**src/design/softreg_consts.svh**
```systemverilog
// SoftReg shell constants
`ifndef SOFTREG_CONSTS_SVH
`define SOFTREG_CONSTS_SVH

// Bus widths
`define SR_ADDR_W 32
`define SR_DATA_W 64
`define AXIL_DATA_W 32

// Number of application slots behind the router
`define NUM_APPS 4

// Address fields of two bits each
`define APP_SEL_LSB 4
`define REG_SEL_LSB 2

// Buffering on every application lane
`define REQ_PIPE_STAGES 2
`define RESP_PIPE_STAGES 2

`endif

```
**src/design/softreg_pkg.sv**
```systemverilog
// SoftReg shared types
`default_nettype none

`include "softreg_consts.svh"

package softreg_pkg;

	// Host byte address
	typedef logic [`SR_ADDR_W-1:0] sr_addr_t;

	// SoftReg data word
	typedef logic [`SR_DATA_W-1:0] sr_data_t;

	// Application slot number
	typedef logic [$clog2(`NUM_APPS)-1:0] app_idx_t;

	// --------------------
	// Request payload carried on the lanes
	// --------------------
	typedef struct packed {
		logic     write;
		sr_addr_t addr;
		sr_data_t data;
	} sr_cmd_t;

endpackage

`default_nettype wire

```
**src/design/app_reg_bank.sv**
```systemverilog
// Application register bank
`default_nettype none

`include "softreg_consts.svh"

module app_reg_bank import softreg_pkg::*; #(
	parameter int APP_ID = 0
) (
	input  logic     global_clk,
	input  logic     rst_n,
	input  logic     req_valid,
	input  sr_cmd_t  req_cmd,
	output logic     resp_valid,
	output sr_data_t resp_data
);

	localparam int REG_SEL_W = 2;
	localparam int NUM_REGS  = 1 << REG_SEL_W;

	logic [REG_SEL_W-1:0] reg_idx;
	sr_data_t             scratch [1:NUM_REGS-1];

	assign reg_idx = req_cmd.addr[`REG_SEL_LSB +: REG_SEL_W];

	// Register 0 is the read-only identity
	always_ff @(posedge global_clk or negedge rst_n) begin
		if (!rst_n) begin
			resp_valid <= 1'b0;
			for (int i = 1; i < NUM_REGS; i++) begin
				scratch[i] <= '0;
			end
		end else begin
			resp_valid <= req_valid && !req_cmd.write;
			if (req_valid && req_cmd.write && (reg_idx != '0)) begin
				scratch[reg_idx] <= req_cmd.data;
			end
		end
	end

	// Read data for the response pulse
	always_ff @(posedge global_clk) begin
		if (req_valid && !req_cmd.write) begin
			resp_data <= (reg_idx == '0) ? sr_data_t'(APP_ID) : scratch[reg_idx];
		end
	end

endmodule

`default_nettype wire

```
**src/design/axil_softreg_bridge.sv**
```systemverilog
// AXI-Lite to SoftReg bridge
`default_nettype none

`include "softreg_consts.svh"

module axil_softreg_bridge import softreg_pkg::*; (
	input  logic                     global_clk,
	input  logic                     rst_n,

	// Write address and data
	input  logic                     awvalid,
	input  sr_addr_t                 awaddr,
	output logic                     awready,
	input  logic                     wvalid,
	input  logic [`AXIL_DATA_W-1:0]  wdata,
	input  logic [`AXIL_DATA_W/8-1:0] wstrb,
	output logic                     wready,

	// Write response
	output logic                     bvalid,
	output logic [1:0]               bresp,
	input  logic                     bready,

	// Read address and data
	input  logic                     arvalid,
	input  sr_addr_t                 araddr,
	output logic                     arready,
	output logic                     rvalid,
	output logic [`AXIL_DATA_W-1:0]  rdata,
	output logic [1:0]               rresp,
	input  logic                     rready,

	// SoftReg master side
	output logic                     req_valid,
	output logic                     req_write,
	output sr_addr_t                 req_addr,
	output sr_data_t                 req_data,
	input  logic                     resp_valid,
	input  sr_data_t                 resp_data
);

	typedef enum logic [1:0] {
		ST_IDLE,
		ST_RD_WAIT,
		ST_RESP
	} state_t;

	state_t state;
	logic   live_q;
	logic   can_accept;
	logic   wr_go;
	logic   rd_go;

	// --------------------
	// Host handshakes
	// --------------------
	// Nothing accepted until the first cycle after reset release
	assign can_accept = live_q && (state == ST_IDLE);

	// Write takes priority when both channels arrive together
	assign wr_go   = can_accept && awvalid && wvalid;
	assign awready = wr_go;
	assign wready  = wr_go;
	assign arready = can_accept && !(awvalid && wvalid);
	assign rd_go   = arready && arvalid;

	assign bresp = 2'b00;
	assign rresp = 2'b00;

	// --------------------
	// Control FSM
	// --------------------
	always_ff @(posedge global_clk or negedge rst_n) begin
		if (!rst_n) begin
			live_q    <= 1'b0;
			state     <= ST_IDLE;
			bvalid    <= 1'b0;
			rvalid    <= 1'b0;
			req_valid <= 1'b0;
		end else begin
			live_q    <= 1'b1;
			req_valid <= wr_go || rd_go;
			case (state)
				ST_IDLE: begin
					if (wr_go) begin
						bvalid <= 1'b1;
						state  <= ST_RESP;
					end else if (rd_go) begin
						state <= ST_RD_WAIT;
					end
				end
				ST_RD_WAIT: begin
					if (resp_valid) begin
						rvalid <= 1'b1;
						state  <= ST_RESP;
					end
				end
				ST_RESP: begin
					// Hold until the host takes the response
					if (bvalid && bready) begin
						bvalid <= 1'b0;
						state  <= ST_IDLE;
					end
					if (rvalid && rready) begin
						rvalid <= 1'b0;
						state  <= ST_IDLE;
					end
				end
				default: state <= ST_IDLE;
			endcase
		end
	end

	// Request and read data registers
	always_ff @(posedge global_clk) begin
		if (wr_go || rd_go) begin
			req_write <= wr_go;
			req_addr  <= wr_go ? awaddr : araddr;
			// Strobes are ignored so every write is a full word
			req_data  <= {{(`SR_DATA_W-`AXIL_DATA_W){1'b0}}, wdata};
		end
		if ((state == ST_RD_WAIT) && resp_valid) begin
			rdata <= resp_data[`AXIL_DATA_W-1:0];
		end
	end

endmodule

`default_nettype wire

```
**src/design/rst_pipe.sv**
```systemverilog
// Reset synchronizer
`default_nettype none

module rst_pipe (
	input  logic global_clk,
	input  logic rst_n,
	output logic rst_sync_n
);

	localparam int SYNC_STAGES = 3;

	logic [SYNC_STAGES-1:0] sync_q;

	// Assert at once, release after the chain fills with ones
	always_ff @(posedge global_clk or negedge rst_n) begin
		if (!rst_n) begin
			sync_q <= '0;
		end else begin
			sync_q <= {sync_q[SYNC_STAGES-2:0], 1'b1};
		end
	end

	assign rst_sync_n = sync_q[SYNC_STAGES-1];

endmodule

`default_nettype wire

```
**src/design/shell_top.sv**
```systemverilog
// Host register shell top
`default_nettype none

`include "softreg_consts.svh"

module shell_top import softreg_pkg::*; (
	input  logic                      global_clk,
	input  logic                      rst_n,
	input  logic                      awvalid,
	input  sr_addr_t                  awaddr,
	output logic                      awready,
	input  logic                      wvalid,
	input  logic [`AXIL_DATA_W-1:0]   wdata,
	input  logic [`AXIL_DATA_W/8-1:0] wstrb,
	output logic                      wready,
	output logic                      bvalid,
	output logic [1:0]                bresp,
	input  logic                      bready,
	input  logic                      arvalid,
	input  sr_addr_t                  araddr,
	output logic                      arready,
	output logic                      rvalid,
	output logic [`AXIL_DATA_W-1:0]   rdata,
	output logic [1:0]                rresp,
	input  logic                      rready
);

	logic                 rst_sync_n;
	logic                 req_valid;
	logic                 req_write;
	sr_addr_t             req_addr;
	sr_data_t             req_data;
	logic                 resp_valid;
	sr_data_t             resp_data;
	logic [`NUM_APPS-1:0] app_req_valid;
	sr_cmd_t              app_req_cmd [`NUM_APPS];
	logic [`NUM_APPS-1:0] app_resp_valid;
	sr_data_t             app_resp_data [`NUM_APPS];

	rst_pipe u_rst_pipe (.global_clk(global_clk), .rst_n(rst_n), .rst_sync_n(rst_sync_n));

	axil_softreg_bridge u_bridge (
		.global_clk(global_clk), .rst_n(rst_sync_n),
		.awvalid(awvalid), .awaddr(awaddr), .awready(awready),
		.wvalid(wvalid), .wdata(wdata), .wstrb(wstrb), .wready(wready),
		.bvalid(bvalid), .bresp(bresp), .bready(bready),
		.arvalid(arvalid), .araddr(araddr), .arready(arready),
		.rvalid(rvalid), .rdata(rdata), .rresp(rresp), .rready(rready),
		.req_valid(req_valid), .req_write(req_write), .req_addr(req_addr),
		.req_data(req_data), .resp_valid(resp_valid), .resp_data(resp_data)
	);

	softreg_router u_router (
		.global_clk(global_clk), .rst_n(rst_sync_n),
		.req_valid(req_valid), .req_write(req_write), .req_addr(req_addr),
		.req_data(req_data), .resp_valid(resp_valid), .resp_data(resp_data),
		.app_req_valid(app_req_valid), .app_req_cmd(app_req_cmd),
		.app_resp_valid(app_resp_valid), .app_resp_data(app_resp_data)
	);

	// --------------------
	// Per-application lanes
	// --------------------
	for (genvar k = 0; k < `NUM_APPS; k++) begin : g_app
		logic     bank_req_valid;
		sr_cmd_t  bank_req_cmd;
		logic     bank_resp_valid;
		sr_data_t bank_resp_data;

		sr_pipe #(.payload_t(sr_cmd_t), .STAGES(`REQ_PIPE_STAGES)) u_req_pipe (
			.global_clk(global_clk), .rst_n(rst_sync_n),
			.in_valid(app_req_valid[k]), .in_payload(app_req_cmd[k]),
			.out_valid(bank_req_valid), .out_payload(bank_req_cmd)
		);

		app_reg_bank #(.APP_ID(k)) u_bank (
			.global_clk(global_clk), .rst_n(rst_sync_n),
			.req_valid(bank_req_valid), .req_cmd(bank_req_cmd),
			.resp_valid(bank_resp_valid), .resp_data(bank_resp_data)
		);

		sr_pipe #(.payload_t(sr_data_t), .STAGES(`RESP_PIPE_STAGES)) u_resp_pipe (
			.global_clk(global_clk), .rst_n(rst_sync_n),
			.in_valid(bank_resp_valid), .in_payload(bank_resp_data),
			.out_valid(app_resp_valid[k]), .out_payload(app_resp_data[k])
		);
	end

endmodule

`default_nettype wire

```
**src/design/softreg_router.sv**
```systemverilog
// SoftReg application router
`default_nettype none

`include "softreg_consts.svh"

module softreg_router import softreg_pkg::*; (
	input  logic                 global_clk,
	input  logic                 rst_n,

	// From the bridge
	input  logic                 req_valid,
	input  logic                 req_write,
	input  sr_addr_t             req_addr,
	input  sr_data_t             req_data,
	output logic                 resp_valid,
	output sr_data_t             resp_data,

	// Application lanes
	output logic [`NUM_APPS-1:0] app_req_valid,
	output sr_cmd_t              app_req_cmd [`NUM_APPS],
	input  logic [`NUM_APPS-1:0] app_resp_valid,
	input  sr_data_t             app_resp_data [`NUM_APPS]
);

	app_idx_t             sel;
	logic [`NUM_APPS-1:0] sel_onehot;
	sr_cmd_t              req_cmd;
	sr_data_t             resp_or;

	// --------------------
	// Request fan-out
	// --------------------
	// Bits above the application field alias
	assign sel = req_addr[`APP_SEL_LSB +: $bits(app_idx_t)];

	assign req_cmd = '{write: req_write, addr: req_addr, data: req_data};

	always_comb begin
		sel_onehot      = '0;
		sel_onehot[sel] = req_valid;
	end

	always_ff @(posedge global_clk or negedge rst_n) begin
		if (!rst_n) begin
			app_req_valid <= '0;
		end else begin
			app_req_valid <= sel_onehot;
		end
	end

	// Only the chosen lane loads the command
	always_ff @(posedge global_clk) begin
		for (int i = 0; i < `NUM_APPS; i++) begin
			if (sel_onehot[i]) begin
				app_req_cmd[i] <= req_cmd;
			end
		end
	end

	// --------------------
	// Response merge
	// --------------------
	// At most one lane answers at a time
	always_comb begin
		resp_or = '0;
		for (int i = 0; i < `NUM_APPS; i++) begin
			if (app_resp_valid[i]) begin
				resp_or = resp_or | app_resp_data[i];
			end
		end
	end

	always_ff @(posedge global_clk or negedge rst_n) begin
		if (!rst_n) begin
			resp_valid <= 1'b0;
		end else begin
			resp_valid <= |app_resp_valid;
		end
	end

	always_ff @(posedge global_clk) begin
		resp_data <= resp_or;
	end

endmodule

`default_nettype wire

```
**src/design/sr_pipe.sv**
```systemverilog
// SoftReg lane pipeline
`default_nettype none

`include "softreg_consts.svh"

module sr_pipe import softreg_pkg::*; #(
	parameter type payload_t = sr_data_t,
	parameter int  STAGES    = `RESP_PIPE_STAGES
) (
	input  logic     global_clk,
	input  logic     rst_n,
	input  logic     in_valid,
	input  payload_t in_payload,
	output logic     out_valid,
	output payload_t out_payload
);

	logic [STAGES-1:0] valid_q;
	payload_t          payload_q [STAGES];

	// Valid bits shift with reset
	always_ff @(posedge global_clk or negedge rst_n) begin
		if (!rst_n) begin
			valid_q <= '0;
		end else begin
			valid_q[0] <= in_valid;
			for (int i = 1; i < STAGES; i++) begin
				valid_q[i] <= valid_q[i-1];
			end
		end
	end

	// Payload follows its valid bit stage by stage
	always_ff @(posedge global_clk) begin
		payload_q[0] <= in_payload;
		for (int i = 1; i < STAGES; i++) begin
			payload_q[i] <= payload_q[i-1];
		end
	end

	assign out_valid   = valid_q[STAGES-1];
	assign out_payload = payload_q[STAGES-1];

endmodule

`default_nettype wire

```
**config.mk**
```make
export PLATFORM = sky130hd
export DESIGN_NAME = shell_top
export DESIGN_NICKNAME = d
export VERILOG_FILES = /design/src/design/softreg_pkg.sv /design/src/design/app_reg_bank.sv /design/src/design/axil_softreg_bridge.sv /design/src/design/rst_pipe.sv /design/src/design/shell_top.sv /design/src/design/softreg_router.sv /design/src/design/sr_pipe.sv
export VERILOG_INCLUDE_DIRS = /design/src /design/src/design
export SDC_FILE = /design/constraint.sdc
export NUM_CORES = 1
export LEC_CHECK = 0
export BUFFER_PORTS_ARGS = -buffer_cell sky130_fd_sc_hd__buf_2
export CORE_UTILIZATION = 55
export CTS_CLUSTER_DIAMETER = 30
export CTS_CLUSTER_SIZE = 20
export DETAILED_ROUTE_END_ITERATION = 8
export GPL_TIMING_DRIVEN = 0
export PLACE_DENSITY = 0.72
export SLEW_MARGIN = 20
export SYNTH_ARGS = -nofsm -noshare
export SYNTH_HDL_FRONTEND = slang
export SYNTH_HIERARCHICAL = 1
export SYNTH_SLANG_ARGS = --single-unit
```
**constraint.sdc**
```tcl
create_clock -name global_clk -period 28 [get_ports global_clk]
set_input_delay 5.6 -clock global_clk [delete_from_list [all_inputs] [get_ports global_clk]]
set_output_delay 5.6 -clock global_clk [all_outputs]
set_load 0.05 [all_outputs]
```
* After elaboration in Yosys (flattened, before gate mapping)
Memory sizes are Yosys's and may differ from the RTL's.
Cells that the tools add are included.
** Word-level totals
- Register bits :: 1447
- Bits of input ports :: 107
- Bits in writable memories :: 1288
- Memories :: 8
** Memories
- g_app[0].u_req_pipe.payload_q :: words 2, bits a word 97, read ports 2, clocked after memory_dff 0, wr ports 2, line sr_pipe.sv:19 : payload_t payload_q [STAGES];
- g_app[1].u_req_pipe.payload_q :: words 2, bits a word 97, read ports 2, clocked after memory_dff 0, wr ports 2, line sr_pipe.sv:19
- g_app[2].u_req_pipe.payload_q :: words 2, bits a word 97, read ports 2, clocked after memory_dff 0, wr ports 2, line sr_pipe.sv:19
- g_app[3].u_req_pipe.payload_q :: words 2, bits a word 97, read ports 2, clocked after memory_dff 0, wr ports 2, line sr_pipe.sv:19
- g_app[0].u_resp_pipe.payload_q :: words 2, bits a word 64, read ports 2, clocked after memory_dff 0, wr ports 2, line sr_pipe.sv:19
- g_app[1].u_resp_pipe.payload_q :: words 2, bits a word 64, read ports 2, clocked after memory_dff 0, wr ports 2, line sr_pipe.sv:19
- 2 more memories
** Operators by class
- Equality and inequality tests :: 8
- Reductions and logical operators :: 47
- Bitwise operators :: 8
- Mux-type cells :: 43
- $lt $le $gt $ge :: 10
** Operator list (count)
- $bwmux 192 :: 4
- $mux 64 :: 12
- $bmux 64 s2 :: 4
- $demux 64 s2 :: 4
- $mux 32 :: 5
- $or 32x32->32 :: 3
- $logic_and 1x1->1 :: 26
- $ge 3x3->1 const B :: 4
- $lt 3x1->1 const B :: 4
- $not 2->3 :: 4
- $reduce_bool 2->1 :: 6
- $logic_not 2->1 :: 5
- $mux 2 :: 5
- $reduce_and 3->1 :: 3
- $ne 2x1->1 const B :: 4
- $ne 3x1->1 const B :: 2
- $pmux 2 s3 :: 1
- $logic_not 1->1 :: 5
- $mux 1 :: 5
- $and 4x4->4 :: 1
- $pmux 1 s2 :: 2
- $reduce_or 4->1 :: 1
- $lt 2x3->1 const B :: 1
- $demux 1 s2 :: 1
- other kinds (4) :: 4

* Logic depth before layout (Yosys ltp)
An unclocked memory read counts as a cell.
- Depth after elaboration :: 8
- Mapped depth :: 6
- Mapped depth without buffers :: 3

* By module
The synthesis kept the hierarchy.
** Modules (own cells, without submodules)
- app_reg_bank at g_app[1].u_bank ... :: instances 2, cells each 624, area an instance 10565.1 um2
- sr_pipe at g_app[0].u_req_pipe ... :: instances 4, cells each 293, area an instance 4662.0 um2
- softreg_router :: instances 1, cells each 683, area an instance 14697.8 um2
- sr_pipe at g_app[0].u_resp_pipe ... :: instances 4, cells each 194, area an instance 3093.0 um2
- app_reg_bank at g_app[3].u_bank :: instances 1, cells each 625, area an instance 10761.6 um2
- app_reg_bank at g_app[0].u_bank :: instances 1, cells each 623, area an instance 10570.1 um2
- axil_softreg_bridge :: instances 1, cells each 202, area an instance 4016.4 um2
- rst_pipe :: instances 1, cells each 4, area an instance 78.8 um2

* Worst setup path before layout
Ideal clock, no wire load.
- Path type :: input-to-output
- Start point :: input awvalid
- End point :: output wready
- Path slack :: 15.643 ns
- Cell stages on the path :: 6
- Buffers on the path :: 3
- Data required time :: 22.400 ns
- Arrival :: 6.757 ns
- Cell sequence :: nand2_1 or2_1 buf_6 buf_12 inv_1 buf_4
** Between the ends
- Longest elaborated chain between the ends :: 2
** RTL lines
- start, declared :: line shell_top.sv:9 : input logic awvalid,
- $logic_and 1x1->1 (2 in a row) :: line axil_softreg_bridge.sv:61 : assign wr_go = can_accept && awvalid && wvalid;
- end, declared :: line shell_top.sv:15 : output logic wready,
Every way passes these cells.

* Worst setup path in the final report
Same ends and word-level chain as after synthesis.

==> results.sh <==
export IMPL_cts_path_max_buffers=3
export IMPL_cp_arrival_ps=6700
export IMPL_fin_ws_ps=15700
export IMPL_hold_class="reg -> reg"
export IMPL_design_die_area_um2=79670
export IMPL_crit_path_start_kind="input port"
export IMPL_numPortBuffers=83
export IMPL_start_util=0.5567
export IMPL_core_area_um2=77590
export IMPL_r2r_cells=5
export IMPL_vias=20290
export IMPL_status="complete, no violations"
export IMPL_crit_required_ps=22400
export IMPL_worst_pin_slew_ps=927.8
export IMPL_clk_latency_ps=760
export IMPL_die_width_um=282.3
export IMPL_finalMaxSlewViolations=0
export IMPL_fin_crit_sh=0.4391
export IMPL_place_ws_ps=15700
export IMPL_overflow=0
export IMPL_drive_gt1_frac=0.4497
export IMPL_critPathCaptureType="primary output"
export IMPL_grt_start_max_net_pins=59
export IMPL_drv_cap=0
export IMPL_post_cts_resized_instances=0
export IMPL_fp_dieH_um=282.3
export IMPL_io_pins=148
export IMPL_syn_to_final_growth_pct=21.37
export IMPL_cts_tree="built"
export IMPL_final_nets=2940
export IMPL_power_uw=5035
export IMPL_rsz0062_at_grt="false"
export IMPL_r2r_end="u_bridge/req_addr[3]"
export IMPL_clkTransAtPathRegs_ps=60
export IMPL_grt_pass1_wl_mm=124.5
export IMPL_hold_path_end="g_app[2].u_req_pipe/payload_q[0][112]"
export IMPL_cts_htree_levels=4
export IMPL_via_per_inst=5.009
export IMPL_wl_per_cell_um=19.86
export IMPL_dp_cells=3674
export IMPL_post_cts_buffers=0
export IMPL_relSlewSlack=0.3815
export IMPL_whs_path_depth=0
export IMPL_antenna_found_initial=0
export IMPL_setup_tns_ps=0
export IMPL_fin_skew_ps=29.82
export IMPL_syn_area_um2=43200
export IMPL_wirelength_mm=80.43
export IMPL_fin_area_um2=52430
export IMPL_hold_buffers=0
export IMPL_cts_root_buffer="clkbuf_16"
export IMPL_reg2reg_slack_ps=26040
export IMPL_drt_iter0_markers=993
export IMPL_dp_hpwl_mm=52.41
export IMPL_hold_start="g_app[2].u_req_pipe/payload_q[0][15]"
export IMPL_clock_sinks=1323
export IMPL_avgSynthCellArea_um2=17.11
export IMPL_r2r_start="u_bridge/state[0]"
export IMPL_fin_crit_ps=12300
export IMPL_fmax_mhz=81.33
export IMPL_post_dp_cell_area_um2=45480
export IMPL_drt_pass1_iter_count=5
export IMPL_yosysWarnings=6
export IMPL_cts_made_buffers=197
export IMPL_fin_cells=4050
export IMPL_crit_type="in -> out"
export IMPL_leakage_uw=0.02337
export IMPL_drc_errors=0
export IMPL_grt_pass1_vias=22380
export IMPL_place_congestion=0.7768
export IMPL_crit_fanout=4
export IMPL_finalSetupViolations=0
export IMPL_ir_worst_vdd_mv=0.06070
export IMPL_power_density_nw_per_um2=96.03
export IMPL_ant_nets=0
export IMPL_final_hold_violation_count=0
export IMPL_grtUsageTotal=0.2090
export IMPL_rows=102
export IMPL_synthCells=2525
==> power breakdown <==
part	switching (µW)	internal [µW]
registers	93.4	2160
logic	136	180
clock network	930	1530
total	1160	3880
==> worst max path at each step <==
stage / start / endpoint / slack, ps / cells past startpoint
after floorplan: u_rst_pipe/sync_q[2] / g_app[0].u_bank/resp_valid / 15520 / 0
after global placement: u_rst_pipe/sync_q[2] / g_app[2].u_bank/scratch[148] / 11430 / 0
after detailed placement: awvalid / wready / 15700 / 8
after CTS: awvalid / wready / 15690 / 8
after global routing: awvalid / wready / 15650 / 8
final: awvalid / wready / 15700 / 8
==> critical path: stages <==
cell and delay (ps):
buf_2 110, nand2_1 70, or2_1 230, buf_6 130, buf_12 110, inv_1 90
buf_4 110, buf_2 240
==> cells in the final DEF, fill, tap and decap left out, types with 12 or more instances in the layout <==
| master | n |
|---|---|
| mux2_4 | 33 |
| inv_6 | 40 |
| buf_16 | 12 |
| clkinvlp_4 | 17 |
| mux2_2 | 438 |
| clkinv_2 | 21 |
| dfrtp_1 | 417 |
| a22oi_2 | 20 |
| nand2_1 | 37 |
| buf_4 | 293 |
| clkbuf_16 | 205 |
| buf_2 | 127 |
| a22o_1 | 124 |
| bufinv_16 | 14 |
| edfxtp_1 | 337 |
| buf_6 | 56 |
| clkbuf_1 | 31 |
| dfxtp_1 | 568 |
| mux2_1 | 41 |
| clkinv_4 | 16 |
| a22oi_1 | 47 |
==> final cells by class <==
cell class / instances / area [µm²]
clock inverter: 140 / 1599
fill: 4962 / 25170
inverter: 5 / 18.77
antenna: 1 / 2.502
clock buffer: 235 / 5343
multi-input combinational: 794 / 8194
buffer: 406 / 3109
timing repair buffer: 106 / 907.1
tap: 1040 / 1301
sequential: 1323 / 31950
==> sequential cells by signal (all words and copies together) (netlist names), 32 cells and up <==
name	count
g_app.u_resp_pipe/payload_q	256
g_app.u_req_pipe/payload_q	280
g_app.u_bank/scratch	384
u_router/resp_data	32
u_router/app_req_cmd	140
u_bridge/rdata	32
u_bridge/req_data	32
g_app.u_bank/resp_data	128
==> layer usage <==
| layer | track usage | share of wire | vias to the layer above |
|---|---|---|---|
| li1 | - | - | 9357 |
| met1 | 0.2623 | 0.43 | 10360 |
| met2 | 0.3549 | 0.50 | 432 |
| met3 | 0.04510 | 0.044 | 136 |
| met4 | 0.08025 | 0.025 | 0 |
| met5 | 0 | 0 | - |
==> stage by stage <==
stage	utilization	hold slack, ps
after floorplan	-	309.6
after global placement	0.5790	309.6
after detailed placement	0.5862	312.1
after CTS	0.6756	305.0
after global routing	0.6756	313.6
final	0.6757	302.9
Power figures use the tool's default switching activity.
